### src/fifo_params.svh
`ifndef FIFO_PARAMS_SVH
`define FIFO_PARAMS_SVH

// Data width of one FIFO entry
`define FIFO_WIDTH 45

// SRAM geometry, two entries per word
`define SRAM_WORDS 64
`define SRAM_ADDR_W 6
`define SRAM_WORD_W 128
`define FIFO_DEPTH 128

// Half select, six address bits, wrap bit
`define PTR_W 8

`endif

### src/fifo_pkg.sv
`include "fifo_params.svh"

package fifo_pkg;

    typedef logic [`FIFO_WIDTH-1:0] entry_t;
    typedef logic [`PTR_W-1:0] ptr_t;
    typedef logic [`SRAM_ADDR_W-1:0] sram_addr_t;

    // Even entry in the low bits, unused bits on top
    typedef struct packed {
        logic [`SRAM_WORD_W-2*`FIFO_WIDTH-1:0] pad;
        entry_t                                odd;
        entry_t                                even;
    } entry_pair_t;

    // Raw on the memory side, a pair on the FIFO side
    typedef union packed {
        logic [`SRAM_WORD_W-1:0] raw;
        entry_pair_t             pair;
    } sram_word_u;

    typedef struct packed {
        logic       en;
        sram_addr_t addr;
        sram_word_u word;
    } sram_wr_req_t;

    typedef struct packed {
        logic       en;
        sram_addr_t addr;
    } sram_rd_req_t;

    typedef enum logic [1:0] {IDLE, WAIT_SRAM, WAIT_TAKE, NORMAL} rd_state_e;

endpackage

### src/write_pairer.sv
`timescale 1ns/1ps
`include "fifo_params.svh"

module write_pairer (
    input  logic                   axis_clk,
    input  logic                   axi_reset_n,
    input  logic                   wr_fire_i,
    input  fifo_pkg::ptr_t         w_ptr_i,
    input  fifo_pkg::entry_t       data_i,
    output fifo_pkg::entry_t       held_o,
    output fifo_pkg::sram_wr_req_t wr_req_o
);

    fifo_pkg::entry_t held_q;

    // Last accepted entry, the even one while its partner is pending
    always_ff @(posedge axis_clk or negedge axi_reset_n) begin
        if (!axi_reset_n) begin
            held_q <= '0;
        end else if (wr_fire_i) begin
            held_q <= data_i;
        end
    end

    // Odd entry completes the pair, written on its own accept edge
    always_comb begin
        wr_req_o.en             = wr_fire_i & w_ptr_i[0];
        wr_req_o.addr           = w_ptr_i[`PTR_W-2:1];
        wr_req_o.word.pair.pad  = '0;
        wr_req_o.word.pair.odd  = data_i;
        wr_req_o.word.pair.even = held_q;
    end

    assign held_o = held_q;

endmodule

### config.mk
export PLATFORM = sky130hd
export DESIGN_NAME = write_pairer
export DESIGN_NICKNAME = d
export VERILOG_FILES = /design/src/fifo_pkg.sv /design/src/write_pairer.sv
export VERILOG_INCLUDE_DIRS = /design/src /design/src/src
export SDC_FILE = /design/constraint.sdc
export NUM_CORES = 1
export LEC_CHECK = 0
export BUFFER_PORTS_ARGS = -buffer_cell sky130_fd_sc_hd__buf_2
export CORE_AREA = 2 2 92 94
export CTS_CLUSTER_DIAMETER = 120
export DETAILED_ROUTE_END_ITERATION = 10
export DIE_AREA = 0 0 94 96
export PLACE_DENSITY_LB_ADDON = 0.25
export SKIP_CTS_REPAIR_TIMING = 1
export SLEW_MARGIN = 20
export SYNTH_ARGS = -nofsm -noshare
export SYNTH_HDL_FRONTEND = slang
export SYNTH_SLANG_ARGS = --single-unit
### constraint.sdc
create_clock -name axis_clk -period 0.85 [get_ports axis_clk]
set_input_delay 0.0425 -clock axis_clk [delete_from_list [all_inputs] [get_ports axis_clk]]
set_output_delay 0.0425 -clock axis_clk [all_outputs]
set_load 0.005 [all_outputs]
# Word-level counts from Yosys, hierarchy flattened

Cells that the tools add are included.

Bitwise logic cells: 1

Operators by type and width:

| kind      | number |
|---|---|
| AND 1 bit | 1 |

Flip-flop bits (word level): 45
Bits of input ports: 56
Output and inout bits: 180
Logic and storage cells: 2

# Depth between registers and ports, before layout

Word-level depth: 1
Mapped depth: 3
Depth with buffers taken out: 1

# Worst setup path before layout

No wires, ideal clock.

Path type: register to register
From: reg, netlist name held_o[10]
To: reg held_q[10], in the netlist held_o[10]
Library setup time: 0.125 ns
Data arrival time: 0.639 ns
Required time: 0.725 ns
Setup slack: 0.086 ns
Cell stages (with the launch flop): 2
Buffers on the path: 0
Clock period less this slack: 0.764 ns
Cells stage by stage: dfrtp_1 mux2_4

RTL lines:

| item                   | line               | RTL |
|---|---|---|
| end signal: assignment | write_pairer.sv:21 | `held_q <= data_i;` |
| end: declaration       | write_pairer.sv:14 | `fifo_pkg::entry_t held_q;` |

# Final worst setup path

From: reg held_q[29], in the netlist held_o[29]
To: out held_o[29]

RTL lines:

| item             | line               | RTL |
|---|---|---|
| end: declaration | write_pairer.sv:10 | `output fifo_pkg::entry_t held_o,` |

No word-level cell between the ends.

==> flow_summary_export.csv <==
group,metric,value,unit
status,status,"finished, violations left",
status,violations,"negative hold slack, negative setup slack",
setup_path,startpoint_type,"flip-flop",
cts,clk_pin_slew_worst_paths,80,ps
power_and_ir_drop,p_leak,1.96,nW
setup_path,crit_required,810,ps
die,core_area,8050,µm²
place,dp_hpwl,3.74,mm
timing,fin_ws,-28.4,ps
cts,cts_tree,"done",
timing,hold_viol,2,
synth,synth.distinct_cells,8,
detailed_routing,post_drt_wl_per_cell,10.9,µm
die,num_io_pins,236,
finish,final_layout_size_suffix_gt1_share,64.9,%
detailed_routing,ant_nets,0,
timing,finalSetupTns,-775,ps
synth,synth-seq-area-share,39.0,%
setup_path,crit_path_cell_trace,"buf_2",
cts,cts.sinks,45,
setup_path,critPathKind,"reg -> out",
cts,cts_buffer_depth,2,
global_route,grt_pass1_wl,6.53,mm
timing,layout_worst_path_cycle_share,103,%
die,rows,33,
place,place_congestion,0.686,
timing,whs,-3.86,ps
finish,fin_nets,420,
detailed_routing,vias,1801,
finish,seqCellArea,1130,µm²
setup_path,rrSetupSlack,50,ps
power_and_ir_drop,p_total,5.17,mW
global_route,antenna_found_initial,0,
detailed_routing,viasPerCell,3.83,
timing,slew_viol_final,0,
detailed_routing,drc,0,
finish,antenna_cells,0,
finish,largest_reg_flops,45,
place,port-buffer-count,184,
power_and_ir_drop,power_density,1460,nW/µm²
finish,fillers,777,
finish,multiInputGateArea,802,µm²
setup_path,cpPeakStageDelay,410,ps
setup_path,cp_data_arrival_time,840,ps
cts,htree_levels,2,
global_route,overflow,0,
timing,clock_skew,0,ps
setup_path,cpMaxStageDelayCell,"dfrtp_1",
cts,numCtsBuffers,5,
setup_path,critPathMaxFanout,3,
setup_path,crit_family,"flip-flops",
synth,ys_ff_latch,45,
timing,rsz0062_at_grt,"true",
cts,cts-root-buf,"clkbuf_8",
cts,worst_skew_pair.late_latency,280,ps
die,fp.dieW,94,µm
global_route,grt_use_total,9.36,%
timing,min_period,878,ps
finish,final_cell_count_no_fill,470,
synth,synth_area,2890,µm²
worst_hold_path,hp-class,"in -> reg",
detailed_routing,drt-total-wl,5.12,mm
place,dp.cells,421,
setup_path,worst-path-buf-inv,1,
timing,fmax,1.14,GHz
synth,avgSynthCellArea,12.5,µm²
timing,final-setup-viol-count,83,
die,die_h,96,µm
detailed_routing,drtIter0Drc,20,
flow_run,max_cap_violations,0,
die,start_util,35.9,%
global_route,first_global_vias,1336,
detailed_routing,firstDrtPassIters,4,
synth,synth_cells,231,
finish,area_delta_synth_final,22.3,%
die,dieArea,9020,µm²
synth,ys_warn_count,0,
setup_path,setup.worst_path.end_class,"primary output",
global_route,grt_max_degree,46,
power_and_ir_drop,peakVddDrop,0.647,mV
## per-stage QoR
stage | util [%] | setup WS, ps | instance area, µm² | hold WS [ps]
final | 43.9 | -28.4 | 3530 | -3.86
after global routing | 43.9 | -82.4 | 3530 | 0.749
after CTS | 38.8 | -54.4 | 3120 | -277
after detailed placement | 37.8 | -46.0 | 3040 | 40.5
after global placement | 37.8 | -34.8 | 3040 | 40.7
after floorplan | - | 85.8 | 3030 | -253
## report_power, final
group / internal (mW) / leakage [nW] / total (mW) / switching [mW]
registers: 2.36 / 0.526 / 2.52 / 0.161
logic: 0.875 / 1.40 / 1.39 / 0.518
clock network: 0.585 / 0.0395 / 1.26 / 0.674
## layout by cell type, fill, tap and decap left out
master         synthesis  final
buf_2                  0    184
dfrtp_1               45     45
dlygate4sd3_1          0     41
mux2_4                39     39
conb_1                 1     38
mux2_2                 6      6
clkbuf_8               0      5
clkbuf_1               0      3
buf_12                 4      3
and2_1                 1      1
## area by class of cell
class | instances | area share, %
well taps | 105 | 3.72
multi-input cells | 84 | 22.7
repair buffers | 228 | 39.4
flip-flops and latches | 45 | 31.9
clock buffers | 8 | 2.27
## cells by family after synthesis
logic type / after synthesis / synth area share [%]
multiplexers: 45 / 22.6
other: 1 / 0.130
flip-flops: 45 / 39.0
buffers and inverters: 139 / 38.0
AND/OR/NAND/NOR: 1 / 0.217
## path summary, 6_finish.rpt
| check | endpoint | cells past startpoint | startpoint |
|---|---|---|---|
| max reg2reg | held_o[13]$_DFFE_PN0P_ | 1 | held_o[13]$_DFFE_PN0P_ |
| min in group asynchronous | held_o[19]$_DFFE_PN0P_ | 3 | axi_reset_n |
| min reg2reg | held_o[38]$_DFFE_PN0P_ | 1 | held_o[38]$_DFFE_PN0P_ |
| min | held_o[43]$_DFFE_PN0P_ | 2 | data_i[43] |
| max in group asynchronous | held_o[6]$_DFFE_PN0P_ | 3 | axi_reset_n |
| max | held_o[29] | 1 | held_o[29]$_DFFE_PN0P_ |
## cells in the mapped netlist
cell type	instances	area share [%]
buf_4	134	35
dfrtp_1	45	39
mux2_4	39	20
mux2_2	6	2.3
buf_12	4	2.8
and2_1	1	0.22
buf_6	1	0.39
conb_1	1	0.13
## routing by layer
metal	up-vias	global-route usage, %	wire length [µm]
met2	123	16.4	2590
met1	839	10.8	1940
met4	0	3.38	59
li1	832	-	-
met5	-	0	0
met3	7	2.82	524
No activity file was read; power rests on OpenSTA's default activity.
