`config.mk`:
```
export PLATFORM = sky130hd
export DESIGN_NAME = read_sequencer
export DESIGN_NICKNAME = d
export VERILOG_FILES = /design/src/fifo_pkg.sv /design/src/read_sequencer.sv
export VERILOG_INCLUDE_DIRS = /design/src /design/src/src
export SDC_FILE = /design/constraint.sdc
export NUM_CORES = 1
export LEC_CHECK = 0
export ABC_AREA = 1
export BUFFER_PORTS_ARGS = -buffer_cell sky130_fd_sc_hd__buf_2
export CORE_UTILIZATION = 40
export CTS_CLUSTER_SIZE = 8
export DETAILED_ROUTE_END_ITERATION = 10
export PLACE_DENSITY = 0.78
export SLEW_MARGIN = 20
export SYNTH_ARGS = -nofsm -noshare
export SYNTH_HDL_FRONTEND = slang
export SYNTH_SLANG_ARGS = --single-unit
```
`constraint.sdc`:
```
create_clock -name axis_clk -period 2.99 [get_ports axis_clk]
set_input_delay 0.299 -clock axis_clk [delete_from_list [all_inputs] [get_ports axis_clk]]
set_output_delay 0.299 -clock axis_clk [all_outputs]
set_load 0.01 [all_outputs]
```
`src/fifo_params.svh`:
```
`ifndef FIFO_PARAMS_SVH
`define FIFO_PARAMS_SVH

// Data width of one FIFO entry
`define FIFO_WIDTH 45

// SRAM geometry, two entries per word
`define SRAM_WORDS 64
`define SRAM_ADDR_W 6
`define SRAM_WORD_W 128
`define FIFO_DEPTH 128

// Half select, six address bits, wrap bit
`define PTR_W 8

`endif

```
`src/fifo_pkg.sv`:
```
`include "fifo_params.svh"

package fifo_pkg;

    typedef logic [`FIFO_WIDTH-1:0] entry_t;
    typedef logic [`PTR_W-1:0] ptr_t;
    typedef logic [`SRAM_ADDR_W-1:0] sram_addr_t;

    // Even entry in the low bits, unused bits on top
    typedef struct packed {
        logic [`SRAM_WORD_W-2*`FIFO_WIDTH-1:0] pad;
        entry_t                                odd;
        entry_t                                even;
    } entry_pair_t;

    // Raw on the memory side, a pair on the FIFO side
    typedef union packed {
        logic [`SRAM_WORD_W-1:0] raw;
        entry_pair_t             pair;
    } sram_word_u;

    typedef struct packed {
        logic       en;
        sram_addr_t addr;
        sram_word_u word;
    } sram_wr_req_t;

    typedef struct packed {
        logic       en;
        sram_addr_t addr;
    } sram_rd_req_t;

    typedef enum logic [1:0] {IDLE, WAIT_SRAM, WAIT_TAKE, NORMAL} rd_state_e;

endpackage

```
`src/read_sequencer.sv`:
```
`timescale 1ns/1ps
`include "fifo_params.svh"

module read_sequencer (
    input  logic                   axis_clk,
    input  logic                   axi_reset_n,
    input  logic                   r_rdy_i,
    input  fifo_pkg::ptr_t         r_ptr_i,
    input  fifo_pkg::ptr_t         w_ptr_i,
    input  logic                   empty_i,
    input  logic                   one_left_i,
    input  fifo_pkg::entry_t       held_i,
    input  logic                   rd_grant_i,
    input  fifo_pkg::sram_word_u   rd_data_i,
    output fifo_pkg::sram_rd_req_t rd_req_o,
    output logic                   r_vld_o,
    output fifo_pkg::entry_t       data_o
);

    fifo_pkg::rd_state_e state_q;
    fifo_pkg::rd_state_e state_d;
    fifo_pkg::entry_t    front_q;
    logic                front_vld_q;
    logic                word_ok_q;
    fifo_pkg::ptr_t      word_ptr;
    fifo_pkg::ptr_t      word_gap;
    logic                word_done;
    logic                even_sel;
    logic                take;
    logic                take_even;

    // Even entry of the word NORMAL needs next
    assign word_ptr = r_ptr_i + fifo_pkg::ptr_t'(r_ptr_i[0]);
    assign word_gap = w_ptr_i - word_ptr;
    // Both halves accepted, so the word is in the SRAM
    assign word_done = !empty_i && (word_gap >= fifo_pkg::ptr_t'(2));

    always_comb begin
        state_d = state_q;
        case (state_q)
            fifo_pkg::IDLE: begin
                // A stashed entry is drained before any SRAM access
                if (!empty_i && !one_left_i && !front_vld_q) begin
                    state_d = r_ptr_i[0] ? fifo_pkg::WAIT_SRAM : fifo_pkg::NORMAL;
                end
            end
            fifo_pkg::WAIT_SRAM: begin
                if (rd_grant_i) begin
                    state_d = fifo_pkg::WAIT_TAKE;
                end
            end
            fifo_pkg::WAIT_TAKE: begin
                if (r_rdy_i) begin
                    state_d = fifo_pkg::NORMAL;
                end
            end
            default: begin
                if (one_left_i || empty_i) begin
                    state_d = fifo_pkg::IDLE;
                end
            end
        endcase
    end

    always_comb begin
        rd_req_o.en   = 1'b0;
        rd_req_o.addr = r_ptr_i[`PTR_W-2:1];
        if (state_q == fifo_pkg::WAIT_SRAM) begin
            rd_req_o.en = 1'b1;
        end else if (state_q == fifo_pkg::NORMAL && !one_left_i && !word_ok_q) begin
            // Fetch ahead while the odd half is served
            rd_req_o.en   = word_done;
            rd_req_o.addr = word_ptr[`PTR_W-2:1];
        end
    end

    // Output source, highest priority first
    always_comb begin
        r_vld_o  = 1'b0;
        data_o   = held_i;
        even_sel = 1'b0;
        if (one_left_i) begin
            r_vld_o = 1'b1;
        end else if (front_vld_q) begin
            r_vld_o = 1'b1;
            data_o  = front_q;
        end else if (state_q == fifo_pkg::WAIT_TAKE) begin
            r_vld_o = 1'b1;
            data_o  = rd_data_i.pair.odd;
        end else if (state_q == fifo_pkg::NORMAL && !r_ptr_i[0]) begin
            r_vld_o  = word_ok_q;
            data_o   = rd_data_i.pair.even;
            even_sel = 1'b1;
        end
    end

    assign take      = r_vld_o & r_rdy_i;
    assign take_even = take & even_sel;

    always_ff @(posedge axis_clk or negedge axi_reset_n) begin
        if (!axi_reset_n) begin
            state_q     <= fifo_pkg::IDLE;
            front_vld_q <= 1'b0;
            word_ok_q   <= 1'b0;
        end else begin
            state_q <= state_d;
            if (take) begin
                front_vld_q <= take_even;
            end else if (one_left_i) begin
                front_vld_q <= 1'b1;
            end
            if (state_q != fifo_pkg::NORMAL || one_left_i) begin
                word_ok_q <= 1'b0;
            end else if (rd_grant_i) begin
                word_ok_q <= 1'b1;
            end else if (take_even) begin
                word_ok_q <= 1'b0;
            end
        end
    end

    // Odd half after an even take, or a copy of the lone entry
    // so it survives a write that lands before it is taken
    always_ff @(posedge axis_clk) begin
        if (take_even) begin
            front_q <= rd_data_i.pair.odd;
        end else if (!take && one_left_i) begin
            front_q <= held_i;
        end
    end

endmodule

```
Yosys cells after proc, flatten, opt, wreduce, memory -nomap -nowiden
Index checks and enable logic that the tools add are counted.

cells by class
  reductions and logical operators = 21
  add/subtract/negate cells = 2
  equality and inequality tests = 7
  order comparisons = 1
  bitwise operators = 2
  mux-type cells = 28

operators with widths
  operator                                                            number
  two-way mux 45 bit                                                  6
  two-way mux 1 bit                                                   14
  two-way mux 2 bit                                                   5
  adder 8 x 1 -> 8 bit                                                1
  greater-or-equal comparator 8 x 2 -> 1 bit (second input constant)  1
  != test 2 bit (second input constant)                               4
  subtractor 8 bit                                                    1
  logical AND 1 bit                                                   7
  two-way mux 7 bit                                                   1
  zero test 1 bit                                                     6
  two-way mux 6 bit                                                   1
  case mux 2 bit (3 select lines)                                     1
  equality test 2 bit (second input constant)                         2
  AND reduction 4 bit                                                 1
  nonzero test 2 bit                                                  2
  nonzero test 4 bit                                                  1
  nonzero test 3 bit                                                  1
  AND 1 bit                                                           2
  equality test 2 x 1 -> 1 bit (second input constant)                1
  zero test 2 bit                                                     1
  logical OR 1 bit                                                    2

word-level totals
  output and inout port bits = 53
  register bits = 49
  input bits = 195

Depth between registers and ports, before layout
  depth after elaboration = 11
  depth in mapped cells = 16

Worst setup path before layout
Ideal clock, no wire load.

  kind = input -> register
  from = input one_left_i
  to = register front_q[0] (enable)
  data required time = 2478 ps
  cell stages on the path = 3
  arrival time = 3793 ps
  setup slack = -1315 ps
  cells stage by stage = inv_1 -> clkbuf_1 -> o21ai_0

on the way
  cells in the longest elaborated chain, start to end = 5

RTL lines
  what                              line                   RTL
  start, declared                   read_sequencer.sv:11   input logic one_left_i,
  two-way mux 1 bit                 read_sequencer.sv:82   if (one_left_i) begin
  AND 1 bit                         read_sequencer.sv:97   assign take = r_vld_o & r_rdy_i;
  zero test 1 bit                   read_sequencer.sv:127  end else if (!take && one_left_i) begin
  logical AND 1 bit                 read_sequencer.sv:127
  nonzero test 2 bit (no line) (*)  --
  end signal, assigned              read_sequencer.sv:126  front_q <= rd_data_i.pair.odd;
  end signal, assigned              read_sequencer.sv:128  front_q <= held_i;
  end, declared                     read_sequencer.sv:22   fifo_pkg::entry_t front_q;

Mark *: on every way between the ends. The rest lies on a longest branch, timed or not.
A chain may end at the register's enable or synchronous reset.

Worst setup path after layout
  from = register state_q[0]
  to = output data_o[27]

on the way
  cells in the longest elaborated chain, start to end = 6

RTL lines
  what                    line                   RTL
  start, declared         read_sequencer.sv:20   fifo_pkg::rd_state_e state_q;
  start signal, assigned  read_sequencer.sv:102  state_q <= fifo_pkg::IDLE;
  start signal, assigned  read_sequencer.sv:106  state_q <= state_d;
  equality test 2 bit     read_sequencer.sv:90   end else if (state_q == fifo_pkg::NORMAL && !r_ptr_i[0]) begin
  logical AND 1 bit       read_sequencer.sv:90
  two-way mux 45 bit      read_sequencer.sv:90
  two-way mux 45 bit (*)  read_sequencer.sv:87   end else if (state_q == fifo_pkg::WAIT_TAKE) begin
  two-way mux 45 bit (*)  read_sequencer.sv:84   end else if (front_vld_q) begin
  two-way mux 45 bit (*)  read_sequencer.sv:82
  end, declared           read_sequencer.sv:17   output fifo_pkg::entry_t data_o

Marked as above.

==> run summary <==
DR iter-0 viols: 276
CP startpoint kind: flip-flop
Hold Vio Cnt, Final: 0
GPL Wtd Cong: 0.835
Synth Register Bits: 49
post-synth cell types: 33
hold path depth: 3
sequential area share after synthesis: 35.6%
clock-pin slew on the worst setup and hold paths: 0.10 ns
PortBufs: 208
final setup violation count: 0
multi-input logic area: 2190 um^2
IO Pins: 248
total chip power: 2.62 mW
Fillers: 977
Mean Syn Cell Area: 7.84 um^2
Non-Filler Instances: 846
Vias/cell: 5.53
Sw Share: 40.5%
deepest clock path buffer count: 2
routed wire length: 12900 um
RSZ-0062 raised after global routing: false
pwr dens: 488 nW/um^2
H-tree Lvls: 2
Tmin final: 2.67 ns
DRT Pass-1 Iters: 5
reg2reg path depth: 8
Reg area: 1450 um^2
Initial Util: 41.5%
Final WS setup: 0.316 ns
reg2reg start: state_q[0]
CTS tree: yes
pin count of the biggest net entering global routing: 89
Chip Height: 103 um
CTS buffer count: 5
final net count: 915
clock sinks: 49
CTS root buffer: clkbuf_8
Psw: 1.06 mW
Post-Syn Area: 4080 um^2
Area Overhead vs Synth: 31.9%
outcome: finished clean
fin. max-slew vios: 0
n_diodes: 0
Row Count: 36
post-CTS resize count: 0
pre-CTS WS: 0.457 ns
Synth Instances: 520
max_slew headroom: 38.7%
capturing point of the worst reg2reg path: front_q[22]
internal power: 1.56 mW
power share of the sequential group: 31.5%
Yosys warning total: 0
fmax: 0.374 GHz
WP data arrival: 2.38 ns
area post-placement: 5250 um^2
design area: 5380 um^2
layout cells sized above 1: 34.1%
peak supply drop: 266 uV
die width: 103 um
most common cell after layout, fill and taps aside: buf_2
most frequent cells in the layout: buf_2 (208), nand2_1 (105), inv_1 (72)
critical-path maximum fanout: 26
WP data required: 2.69 ns
Worst Max-Slew Pin Slew: 0.916 ns
worst clock skew: 0.0130 ns
routed len/inst: 15.2 um
Comb pwr share: 50.0%
# DRC: 0
Setup Crit Path Kind: flip-flop to primary output
die area: 10600 um^2
HP Class: primary input to flip-flop
Clk pwr share: 18.5%
syn_nets: 723
hold path endpoint: word_ok_q
Total Routing Usage GR: 22.9%
max cap viols: 0
via count: 4678
grt ovf: 0
Core Area: 9820 um^2
Placed Cells: 837
Critical Path Sink Type: primary output
detailed placement HPWL: 9320 um
Hold Startpoint: rd_grant_i
LEAKAGE: 2.49 nW
final setup TNS: 0 ns
register-to-register setup slack: 0.69 ns
fin crit share: 89.4%
antenna violations before repair: 0
clk_lat worst skew: 0.30 ns
first-pass GRT wire length: 19100 um
number of global-route vias before repair: 4188
Antenna Violating Nets Remaining: 0
synth_stat cells (all sizes together):
master	number	area (um^2)
nand2	107	407
inv	76	285
o21ai	57	293
edfxtp	45	1350
nand3b	45	338
a22oi	44	330
o221ai	44	385
buf	22	121
nand3	21	115
nor2	17	81.3
clkbuf	13	48.8
ha	8	100
a21oi	4	20.0
dfrtp	4	100
nand4	4	31.3
xnor2	2	17.5
a31o	1	8.76
a31oi	1	6.26
nor3	1	5.00
o21bai	1	7.51
o22ai	1	6.26
o31ai	1	7.51
xor2	1	8.76
registers in the layout, indices dropped and copies added, names as in the netlist:
name         count
front_q         45
word_ok_q        1
state_q          2
front_vld_q      1
worst max path at each step:
stage               slack, ns  cells past startpoint        from          end
floorplan                0.75                      7  state_q[0]   front_q[0]
global placement         0.30                      7  state_q[0]   data_o[30]
detailed placement       0.46                     15  r_ptr_i[0]  rd_req_o[6]
CTS                      0.31                      8  state_q[0]   data_o[27]
global route             0.19                      8  state_q[0]   data_o[33]
finish                   0.32                      8  state_q[0]   data_o[27]
power by group through the flow:
stage	clock network, mW	logic [mW]	registers (mW)
after global placement	0	1.25	0.838
after detailed placement	0	1.31	0.841
final	0.484	1.31	0.825
after floorplan	0	0.806	0.834
after CTS	0.497	1.31	0.825
after global routing	0.527	1.45	0.830
metal layers:
layer  share of wire (%)  track usage (%)
met2                  51             42.3
met1                  40             27.9
met5                   0                0
met4                 1.4             6.07
met3                 7.5             3.19
final cells by class:
cell class / instances / area share [%]
clock buffers: 5 / 1.28
clock inverters: 3 / 0.815
inverters: 76 / 5.31
multi-input cells: 360 / 40.8
flip-flops and latches: 49 / 27.0
well taps: 133 / 3.10
repair buffers: 220 / 21.7
critical path: stages, from the launching register on:
cell     delay [ns]
dfrtp_1        0.41
inv_1          0.09
ha_1           0.28
nor2_4         0.14
inv_2          0.06
o21ai_4        0.54
buf_16         0.25
a22oi_1        0.13
buf_2          0.18
stage by stage:
| step | hold WS, ns | util [%] |
|---|---|---|
| final | 0.246 | 54.8 |
| after global routing | 0.244 | 54.8 |
| after CTS | 0.242 | 54.8 |
| after detailed placement | 0.121 | 53.5 |
| after global placement | 0.112 | 53.2 |
| after floorplan | 0.00341 | - |
cell families after synthesis:
kind of cell / count (synthesis) / synth area share, %
xor gates and xnor gates: 3 / 0.645
and+or+nand+nor: 195 / 24.0
adders and majority gates: 8 / 2.46
buffers and inverters: 111 / 11.2
AOI/OAI and AO/OA: 154 / 26.1
DFF: 49 / 35.6
repair_timing:
action	in CTS	in global routing
hold buffers	1	0
endpoints found under the hold margin	4	0
buffers inserted	0	0
No activity file was read; power rests on OpenSTA's default activity.
