==> src/fifo_params.svh <==
`ifndef FIFO_PARAMS_SVH
`define FIFO_PARAMS_SVH

// Data width of one FIFO entry
`define FIFO_WIDTH 45

// SRAM geometry, two entries per word
`define SRAM_WORDS 64
`define SRAM_ADDR_W 6
`define SRAM_WORD_W 128
`define FIFO_DEPTH 128

// Half select, six address bits, wrap bit
`define PTR_W 8

`endif

==> src/fifo_pkg.sv <==
`include "fifo_params.svh"

package fifo_pkg;

    typedef logic [`FIFO_WIDTH-1:0] entry_t;
    typedef logic [`PTR_W-1:0] ptr_t;
    typedef logic [`SRAM_ADDR_W-1:0] sram_addr_t;

    // Even entry in the low bits, unused bits on top
    typedef struct packed {
        logic [`SRAM_WORD_W-2*`FIFO_WIDTH-1:0] pad;
        entry_t                                odd;
        entry_t                                even;
    } entry_pair_t;

    // Raw on the memory side, a pair on the FIFO side
    typedef union packed {
        logic [`SRAM_WORD_W-1:0] raw;
        entry_pair_t             pair;
    } sram_word_u;

    typedef struct packed {
        logic       en;
        sram_addr_t addr;
        sram_word_u word;
    } sram_wr_req_t;

    typedef struct packed {
        logic       en;
        sram_addr_t addr;
    } sram_rd_req_t;

    typedef enum logic [1:0] {IDLE, WAIT_SRAM, WAIT_TAKE, NORMAL} rd_state_e;

endpackage

==> src/fifo_ptrs.sv <==
`timescale 1ns/1ps
`include "fifo_params.svh"

module fifo_ptrs (
    input  logic           axis_clk,
    input  logic           axi_reset_n,
    input  logic           w_vld_i,
    input  logic           r_rdy_i,
    input  logic           r_vld_i,
    output fifo_pkg::ptr_t w_ptr_o,
    output fifo_pkg::ptr_t r_ptr_o,
    output logic           empty_o,
    output logic           full_o,
    output logic           one_left_o
);

    fifo_pkg::ptr_t w_ptr_q;
    fifo_pkg::ptr_t r_ptr_q;
    fifo_pkg::ptr_t fill;
    logic           w_fire;
    logic           r_fire;

    assign w_fire = w_vld_i & ~full_o;
    assign r_fire = r_vld_i & r_rdy_i;

    always_ff @(posedge axis_clk or negedge axi_reset_n) begin
        if (!axi_reset_n) begin
            w_ptr_q <= '0;
            r_ptr_q <= '0;
        end else begin
            if (w_fire) begin
                w_ptr_q <= w_ptr_q + 1'b1;
            end
            if (r_fire) begin
                r_ptr_q <= r_ptr_q + 1'b1;
            end
        end
    end

    assign fill = w_ptr_q - r_ptr_q;

    // Wrap bits differ while address and half bits match
    assign full_o     = (fill == fifo_pkg::ptr_t'(`FIFO_DEPTH));
    assign empty_o    = (w_ptr_q == r_ptr_q);
    assign one_left_o = (fifo_pkg::ptr_t'(r_ptr_q + 1'b1) == w_ptr_q);

    assign w_ptr_o = w_ptr_q;
    assign r_ptr_o = r_ptr_q;

endmodule

==> config.mk <==
export PLATFORM = sky130hd
export DESIGN_NAME = fifo_ptrs
export DESIGN_NICKNAME = d
export VERILOG_FILES = /design/src/fifo_pkg.sv /design/src/fifo_ptrs.sv
export VERILOG_INCLUDE_DIRS = /design/src /design/src/src
export SDC_FILE = /design/constraint.sdc
export NUM_CORES = 1
export LEC_CHECK = 0
export ABC_AREA = 0
export CAP_MARGIN = 20
export CORE_MARGIN = 1
export CORE_UTILIZATION = 55
export CTS_CLUSTER_SIZE = 28
export DETAILED_ROUTE_END_ITERATION = 12
export DONT_BUFFER_PORTS = 1
export PLACE_DENSITY = 0.73
export SYNTH_ARGS = -nofsm -noshare
export SYNTH_HDL_FRONTEND = slang
export SYNTH_SLANG_ARGS = --single-unit
==> constraint.sdc <==
create_clock -name axis_clk -period 2.5 [get_ports axis_clk]
set_input_delay 0.375 -clock axis_clk [delete_from_list [all_inputs] [get_ports axis_clk]]
set_output_delay 0.375 -clock axis_clk [all_outputs]
set_load 0.02 [all_outputs]
; ---- Word level (Yosys, flattened, before mapping)
; Index checks and enable logic that the tools add are counted.
[word_totals]
in_bits = 5
output_inout_bits = 19
word_cells = 11
regBits = 16
[op_classes]
n_eq_ne = 3
n_addsub = 3
bitwise = 3
[op_table]
columns = cell, count
row1 = $add A8 B1 Y8 const B, 2
row2 = $eq A8 B8 Y1, 2
row3 = $eq A8 B8 Y1 const B, 1
row4 = $sub A8 B8 Y8, 1
row5 = $and A1 B1 Y1, 2
row6 = $not A1 Y1, 1

; ---- Depth between registers and ports, before layout
; Gate-level depths: netlist (run 1).
[depth]
depth_word = 4
ltp_mapped = 9
depth_no_buf = 8

; ---- Least setup slack after synthesis (run 1)
; Ideal clock, no wire load.
[synth_timing]
path_type = register -> output
start = reg r_ptr_q[2] (netlist: r_ptr_o[2])
end = out full_o
t_required_ns = 2.125
path_stages_with_launch = 8
path_slack_ns = -0.215
n_path_buf = 1
arrival_time_ns = 2.340
path_cell_list = dfrtp_1 clkbuf_1 inv_1 ha_1 a311o_1 a221o_1 nor4_4 and2_2
[synth_via]
elab_chain_cells = 2
[synth_rtl]
columns = element, line_no
row1 = start: declaration, fifo_ptrs.sv:18  ; fifo_pkg::ptr_t r_ptr_q;
row2 = start signal: assignment, fifo_ptrs.sv:35  ; r_ptr_q <= r_ptr_q + 1'b1;
row3 = $sub A8 B8 Y8, fifo_ptrs.sv:40  ; assign fill = w_ptr_q - r_ptr_q;
row4 = $eq A8 B8 Y1, fifo_ptrs.sv:43  ; assign full_o = (fill == fifo_pkg::ptr_t'(`FIFO_DEPTH));
row5 = end: declaration, fifo_ptrs.sv:13  ; output logic full_o,
; No other way between the ends.

; ---- Worst setup path after layout (run 1)
; Ends and elaborated chain as after synthesis.

==> results of run 1 <==
==> layer usage <==
layer	GRT usage, %	up-vias	share of wire, %
met2	48.4	64	49
met3	5.92	4	11
li1	-	539	-
met5	0	-	0
met1	36.9	531	39
met4	10.8	0	1.2
==> critical path, stage by stage, from the launching register on <==
cell and delay, ns:
dfrtp_2 0.44, inv_4 0.08, ha_4 0.21, a311o_1 0.32
a221o_1 0.37, nor4_4 0.16, and2_4 0.22
==> final timing paths <==
check	start	to	depth (start not counted)
worst max-delay path	r_ptr_o[2]	full_o	6
worst min-delay path	r_vld_i	r_ptr_o[2]	2
worst min register to register	w_ptr_o[0]	w_ptr_o[0]	2
min in group asynchronous	axi_reset_n	w_ptr_o[4]	1
max in group asynchronous	axi_reset_n	r_ptr_o[2]	1
worst max register to register	r_ptr_o[3]	w_ptr_o[7]	10
==> cell usage in the layout, fill, tap and decap left out, types with 2 or more instances in the layout <==
| master | instances |
|---|---|
| buf_4 | 27 |
| nor3_1 | 5 |
| a21o_1 | 2 |
| a2111oi_0 | 2 |
| ha_2 | 4 |
| xor2_1 | 14 |
| o21ai_1 | 2 |
| nand4_1 | 3 |
| nor2_1 | 10 |
| clkbuf_4 | 3 |
| nand3_1 | 6 |
| a211oi_1 | 3 |
| nand2b_4 | 2 |
| dfrtp_1 | 14 |
| o21ai_0 | 4 |
| ha_4 | 2 |
| inv_2 | 3 |
| a21oi_1 | 9 |
| dfrtp_2 | 2 |
| ha_1 | 3 |
| xnor2_1 | 10 |
| inv_1 | 6 |
| nand2_1 | 12 |
==> area by class of cell <==
type                       instances  area share [%]
multi-input combinational        107            53.7
sequential                        16            25.7
timing repair buffer              28            13.6
inverter                          10            2.55
clock buffer                       4            2.31
tap                               27            2.15
==> cells by family after synthesis <==
kind of cell / count (synthesis) / share of synthesized area [%]
compound gates: 29 / 16.5
xor+xnor: 24 / 17.2
fa+ha+maj: 9 / 9.20
buf+inv: 12 / 3.68
flops: 16 / 32.7
mux: 3 / 2.96
simple gates: 42 / 17.8
==> metrics by stage <==
step / hold slack, ns / worst slack (ns)
2_1_floorplan: 0.0794 / 0.00992
3_3_place_gp: 0.0799 / 0.142
3_5_place_dp: 0.0798 / 0.0935
4_1_cts: 0.271 / -0.107
5_1_grt: 0.290 / -0.0580
6_report: 0.279 / 0.0280
==> registers in the layout, summed over array words and instances (netlist names) <==
register and count:
r_ptr_o 8, w_ptr_o 8
==> timing repair <==
action	CTS	global route
setup buffers	3	1
resized for setup	11	6
hold buffers	1	0
pin swaps	5	4
setup endpoints to repair	1	4
hold endpoints to repair	16	0
==> out/summary.md, run 1 <==
The port buffer count came out at 0. The most used flip-flop cell after synthesis is dfrtp_1. For the sum of overflow across all layers after global routing, the log shows 0.

After synthesis, the most frequently instantiated cells are dfrtp_1, xor2_1, nand2_1. Of the available clock period, the critical path in the final layout requires 98.9%. Relative to the synthesized area, the layout overhead comes to 28.1%. The average vias per placed instance was 5.93.

The floorplan step defined a die boundary enclosing 2420 µm². Clock-pin slew was measured on the worst setup and hold paths at 0.10 ns. The mean instance size in the synthesized netlist is 9.06 µm². Row generation in the floorplan step produced 16 rows.

Entering global routing, the biggest net connects 17 pins. For the pin with the worst max-slew slack, the measured transition is 0.783 ns. The tools report the level count of the clock H-tree as 1. The effective utilization at floorplan was 60.5%.

0 antenna diodes ended up in the layout. For this design the top-level I/O count stands at 24. The run gives 0 as the number of warnings printed during yosys synthesis. The final instance area is 1570 µm². The fraction of synthesized cell area taken by the top area cell type works out to 32.7%. The register-to-register setup slack is 0.10 ns, and the clock sink count is 16. The routed length per placed instance was 17.0 µm.

The sequential cells in the finished layout cover a total of 403 µm². The area occupied by multi-input gates is 842 µm². Setup repair after global routing could not meet its margin everywhere. The tools report the initial antenna violation count as 0. Post-detailed-routing wire length: 3.27 mm.

The tree is rooted in a clkbuf_4. The later pin in the worst-skew pair is clocked with a latency of 0.29 ns. The vertical extent of the die came out at 49.2 µm.

Static timing analysis puts the maximum clock frequency at 0.405 GHz. The logs give 2 for the deepest clock path buffer count and 0.00318 ns for the clock skew. For the total track usage, the log shows 29.1%.

After filler insertion, the fill cell instance count of the layout stands at 142. Post-synthesis async set-or-reset flop share: 100%. The first TritonRoute pass finished after 4 iterations. The run gives 0 as the number of remaining DRC errors. For this block, the initial DRC count from the detailed router was 52.

Once layout is complete, the cells apart from fillers number 192. In the final layout, the share of cells above drive strength 1 is 32.1%. The HPWL after detailed placement is 2.43 mm.

The die is 49.2 µm wide. The logs give 0 for the number of slew-limit violations in the final report and 32.7% for the fraction of the yosys area taken by sequential cells. The startpoint kind of the worst setup timing path is a register. The number of clock buffers inserted by TritonCTS is 3. The max-capacitance violation count came out at 0.

The remaining antenna violation count after routing is 0. The clock period could shrink to 2.47 ns. The run gives 1220 µm² as the netlist area before placement.

The critical path is of the reg -> out type. Yosys mapped the design onto 30 distinct sky130hd cell types. The class of the most critical hold timing path is in -> reg. The first global-routing pass estimated 5.24 mm of wire. The worst slew margin relative to its limit was 47.6%; the number of global-route vias before repair was 1151.

For the placed standard-cell area, the log shows 1440 µm². By area the synthesized netlist is led by dfrtp_1, xor2_1, ha_1. Routability-driven placement finished with a final weighted congestion of 0.858.

The flow ran to the end, and the final reports show no timing, DRC or antenna violations. The final route contains 1138 vias. The region available for standard cell placement spans 2020 µm². STA puts the critical path data required time at 2.12 ns. TritonCTS built the clock tree. The tools report the total count of hold-check failures in the final report as 0. Setup total negative slack on the finished layout was measured at 0 ns.

Cell taking the most area after synthesis: dfrtp_1. The cell count after synthesis came out at 135. Yosys mapped a number of flops with a built-in enable equal to 0. After the last flow step, the layout net total stands at 180. The tools report the endpoint arrival time on the critical path as 2.10 ns. In the post-synthesis netlist, the cell with the most instances is dfrtp_1.

The tools report the type of destination of the critical path as a primary output. The synthesized design contains 16 register bits. Setup violations remaining at the end of the flow were counted as 0. Synthesis produced a netlist with a net count of 149. Along the worst path, the maximum fanout reaches 4.

The run gives 77.5% as the utilization after layout. After detailed placement, the design holds a cell count of 183.
Power of run 1 is not shown: default switching activity piles up to over one toggle a cycle in this logic, so the estimate is an artifact.
==> run 2, diff against run 1 <==
Settings changed: ABC_AREA 0 to 1.
==> run 2 against run 1 <==
Effect of this change: area after synthesis up 17%; critical path type unchanged; non-clock buffer count shrank 12; clock skew is 0.0032 ns higher; first-iteration DRC count fell by 31%; sequential cell count did not move; clock-buffer cell count is the same; sequential share of layout area shrank 0.97 points.
==> out/summary.md, run 2 <==
The data required time at the worst endpoint was 2.12 ns (about the same); the fraction of synthesized cell area taken by the top area cell type was 28.0% (was 32.7%). Top fanout value on the critical path: 5 (was 4). For the endpoint arrival time on the critical path, the log shows 1.99 ns (was 2.10 ns). The run gives 0.29 ns (about the same) as the clock latency on the worst-skew pair.

The slowest stage cell on the critical path is dfrtp_2 (unchanged). The level count of the clock H-tree was 1 (unchanged); the routed via count was 1401 (was 1138). Synth top area cells: dfrtp_1, nand2_1, nand3_1 (was dfrtp_1, xor2_1, ha_1). The highest achievable clock rate was 0.423 GHz (was 0.405 GHz); the area overhead of the layout relative to synthesis was 14.8% (was 28.1%).

The time the final worst path needs with I/O delays and setup is 2.37 ns (was 2.47 ns), and the core outline area is 2450 µm² (was 2020 µm²). TritonCTS built the clock tree. The tools report the startpoint kind of the worst setup timing path as a register (unchanged). Hold-critical path depth: 2 (unchanged). The number of cell instances on the worst register-to-register path came out at 12 (was 10). The register-to-register setup slack was 0.45 ns (was 0.10 ns). The clock transition at the registers of the reported paths is 0.10 ns (about the same).

For the netlist area before placement, the log shows 1430 µm² (was 1220 µm²). The leading cell type in the layout, fill and taps excluded is nand2_1 (was buf_4). The number of fillers in the final layout came out at 196 (was 142). The run gives 1318 (was 1151) as the number of global-route vias before repair. The routed length per placed instance was 13.7 µm (was 17.0 µm). The kind of critical path was reg -> out (unchanged). The diode insertion count for antenna repair is 0 (unchanged), and the mean instance size in the synthesized netlist is 6.83 µm² (was 9.06 µm²). The tools report the number of remaining DRC errors as 0 (unchanged).

The most frequently used cell type in the post-synthesis netlist is nand2_1 (was dfrtp_1). The logs give 0 (unchanged) for the remaining antenna violation count after routing and 3.50 mm (was 3.27 mm) for the post-detailed-routing wire length. IR analysis of the VDD net gives a maximum drop of 881 µV. The run gives 58.2% (was 60.5%) as the effective utilization at floorplan. The capture point of the worst reg-to-reg path is w_ptr_o[6] (was w_ptr_o[7]).

Cell-by-cell listing of the critical path: ha_2 -> nand4_1 -> o21ai_2 -> nand2_1 -> nand2_1 -> nand4_1 -> nor3_1 -> buf_4 (was inv_4 -> ha_4 -> a311o_1 -> a221o_1 -> nor4_4 -> and2_4). The number of optimization iterations in the first detailed-route pass was 4 (unchanged). The run gives 0 (unchanged) as the sum of overflow across all layers after global routing. Placed standard-cell area: 1530 µm² (was 1440 µm²). The tools report the number of cell rows as 18 (was 16). Dominant synthesized flop cell: dfrtp_1 (unchanged).

The run gives 36 (was 52) as the count of routing violations after the opening detailed-route iteration. For the I/O pin count, the log shows 24 (unchanged). The run gives 240 (was 180) as the number of nets in the finished design. The max-capacitance violation count was 0 (unchanged). The tools report the count of cell types in the netlist as 26 (was 30). The number of slew-limit violations in the final report came out at 0 (unchanged).

Cell taking the most area after synthesis: dfrtp_1 (unchanged). In this run the static leakage power is 0.865 nW. Vertical extent of the die: 52.9 µm (was 49.2 µm).

For the wire length of the first global-routing pass, the log shows 5.69 mm (was 5.24 mm). Cell chosen for the clock root: clkbuf_4 (unchanged). For this design the ratio of total power to cell area is 1430 nW/µm². Class of the most critical hold timing path: in -> reg (unchanged).

Most numerous cell types in the synthesized netlist: nand2_1, inv_1, nand3_1 (was dfrtp_1, xor2_1, nand2_1). The met2 demand-to-capacity share in global routing is 48.1% (was 48.4%). The final weighted congestion of routability-driven global placement is 0.888 (was 0.858). The average vias per placed instance came out at 5.49 (was 5.93).

The initial antenna violation count came out at 0 (unchanged). The port buffer count was 0 (unchanged); the floorplan die width was 52.9 µm (was 49.2 µm). The run gives 33.4% (was 36.9%) as the fraction of met1 tracks used by global routing. The final clock period utilization by the worst path was 94.6% (was 98.9%). Most frequent cells in the layout: nand2_1, inv_1, nand3_1 (was buf_4, xor2_1, dfrtp_1).

The tools report the start point of the worst hold path as w_vld_i (was r_vld_i). The run gives 48.9% (was 47.6%) as the worst slew margin relative to its limit. The logs give 28.0% (was 32.7%) for the fraction of the yosys area taken by sequential cells and 6.90% (was 5.92%) for the met3 usage. For the number of clock buffers inserted by TritonCTS, the log shows 3 (unchanged).

The tools report the clock sink count as 16 (unchanged). Cell class contributing the biggest share of worst-path delay: simple AND/OR/NAND/NOR gates (was compound AO/OA/AOI/OAI gates). Total count of hold-check failures in the final report: 0 (unchanged).

Most used routing layer: met2 (unchanged). The HPWL reported at the end of detailed placement came out at 2.76 mm (was 2.43 mm). The logs give 0 (unchanged) for the count of endpoints failing setup in the final report and 2800 µm² (was 2420 µm²) for the area of the die. The buffers plus inverters on the worst setup path came out at 1 (unchanged).

Post-synthesis async set-or-reset flop share: 100% (unchanged). Setup repair after global routing could not meet its margin everywhere. The flow ran to the end, and the final reports show no timing, DRC or antenna violations.

The slew of the pin with the lowest slew margin is 0.765 ns (was 0.783 ns). The tools report the terminating pin of the worst hold path as w_ptr_o[5] (was r_ptr_o[2]). Proportion of layout cells with a drive suffix above 1: 20.0% (was 32.1%).

The deepest clock path buffer count was 2 (unchanged); the post-synth net total was 223 (was 149). Number of synthesized register bits: 16 (unchanged). The total track usage is 27.6% (was 29.1%).

The logs give 0 (unchanged) for the number of warnings printed during yosys synthesis and 17 (unchanged) for the maximum number of pins on one net before global-route repair. The number of enable-type register cells in the synthesized netlist was 0 (unchanged); the worst stage delay on the critical path was 0.49 ns (was 0.44 ns). The startpoint of the worst register-to-register path was r_ptr_o[4] (was r_ptr_o[3]).

Utilization after layout: 66.8% (was 77.5%). The tools report the type of destination of the critical path as a primary output (unchanged). The logs give 209 (was 135) for the number of instances in the synthesized netlist and 1640 µm² (was 1570 µm²) for the final instance area. The tools report the clock skew as 0.00635 ns (was 0.00318 ns). The total number of cells along the worst setup path came out at 8 (was 6).
[run 2: changes by cell type in the layout (fill, tap and decap cells not counted), sizes merged, moves of 3 or more]
cell    delta
a21oi      -5
nand2     +60
nor2       +3
a211oi     -4
buf       -12
xor2       -4
nand4      +4
nand2b     -3
xnor2      -7
inv       +21
nand3     +19
[run 2: report_power, final]
| part | internal [mW] | switching (mW) | total [mW] |
|---|---|---|---|
| sequential | 0.345 | 0.107 | 0.452 |
| combinational | 0.627 | 1.09 | 1.72 |
| clock | 0.0887 | 0.0874 | 0.176 |
[run 2: cell type report]
type	count	area, µm²	share of cell area (%)
flip-flops and latches	16	405	24.7
well taps	30	37.5	2.29
multi-input cells	158	918	56.0
inverters	31	119	7.25
clock buffers	4	36.3	2.21
repair buffers	16	123	7.48
[run 2: worst register-to-register path: cells and delay by family, from the launching register on]
kind,cells,cell delay [ns]
AOI/OAI and AO/OA,1,0.26
buffers and inverters,2,0.28
and+or+nand+nor,8,0.76
DFF,1,0.39
adders and majority gates,1,0.31
[run 2: layer usage]
metal	vias up	share of wire (%)
met4	0	2.5
met5	-	0
met3	9	6.8
met1	633	42
li1	702	-
met2	57	49
[run 2: cell families (layout without fill, tap and decap cells)]
logic type                 after synthesis  in the layout  synth area share, %
AOI/OAI and AO/OA                       13             13                 5.26
buffers and inverters                   35             51                 10.1
xor gates and xnor gates                13             13                 7.98
and+or+nand+nor                        123            123                 40.8
DFF                                     16             16                 28.0
adders and majority gates                9              9                 7.89
[run 2: how the worst max path moves through the flow]
stage | start | to | slack, ns
2_1_floorplan | r_ptr_o[3] | full_o | 0.30
5_1_grt | r_ptr_o[0] | one_left_o | -0.02
3_5_place_dp | r_ptr_o[5] | full_o | 0.17
3_3_place_gp | r_ptr_o[1] | full_o | 0.24
4_1_cts | r_ptr_o[1] | full_o | 0.003
6_report | r_ptr_o[0] | one_left_o | 0.13
[run 2: per-stage QoR]
step / hold WS [ns] / total power [mW] / std cells / TNS, ns / setup slack (ns)
global placement: 0.0797 / 2.01 / 247 / 0 / 0.240
floorplan: 0.0794 / 1.71 / 209 / 0 / 0.303
detailed placement: 0.0796 / 2.07 / 247 / 0 / 0.170
CTS: 0.220 / 2.29 / 252 / 0 / 0.00271
global route: 0.219 / 2.57 / 255 / -0.0184 / -0.0184
finish: 0.217 / 2.35 / 255 / 0 / 0.134
[run 2: repair_timing]
item | 4_1_cts | 5_1_grt
setup buffers | 0 | 3
hold endpoints to repair | 16 | 0
resized for setup | 7 | 5
endpoints found under the setup margin | 1 | 2
hold buffers | 1 | 0
pin swaps | 0 | 1
Note: power is estimated with default switching activity, not from simulation.
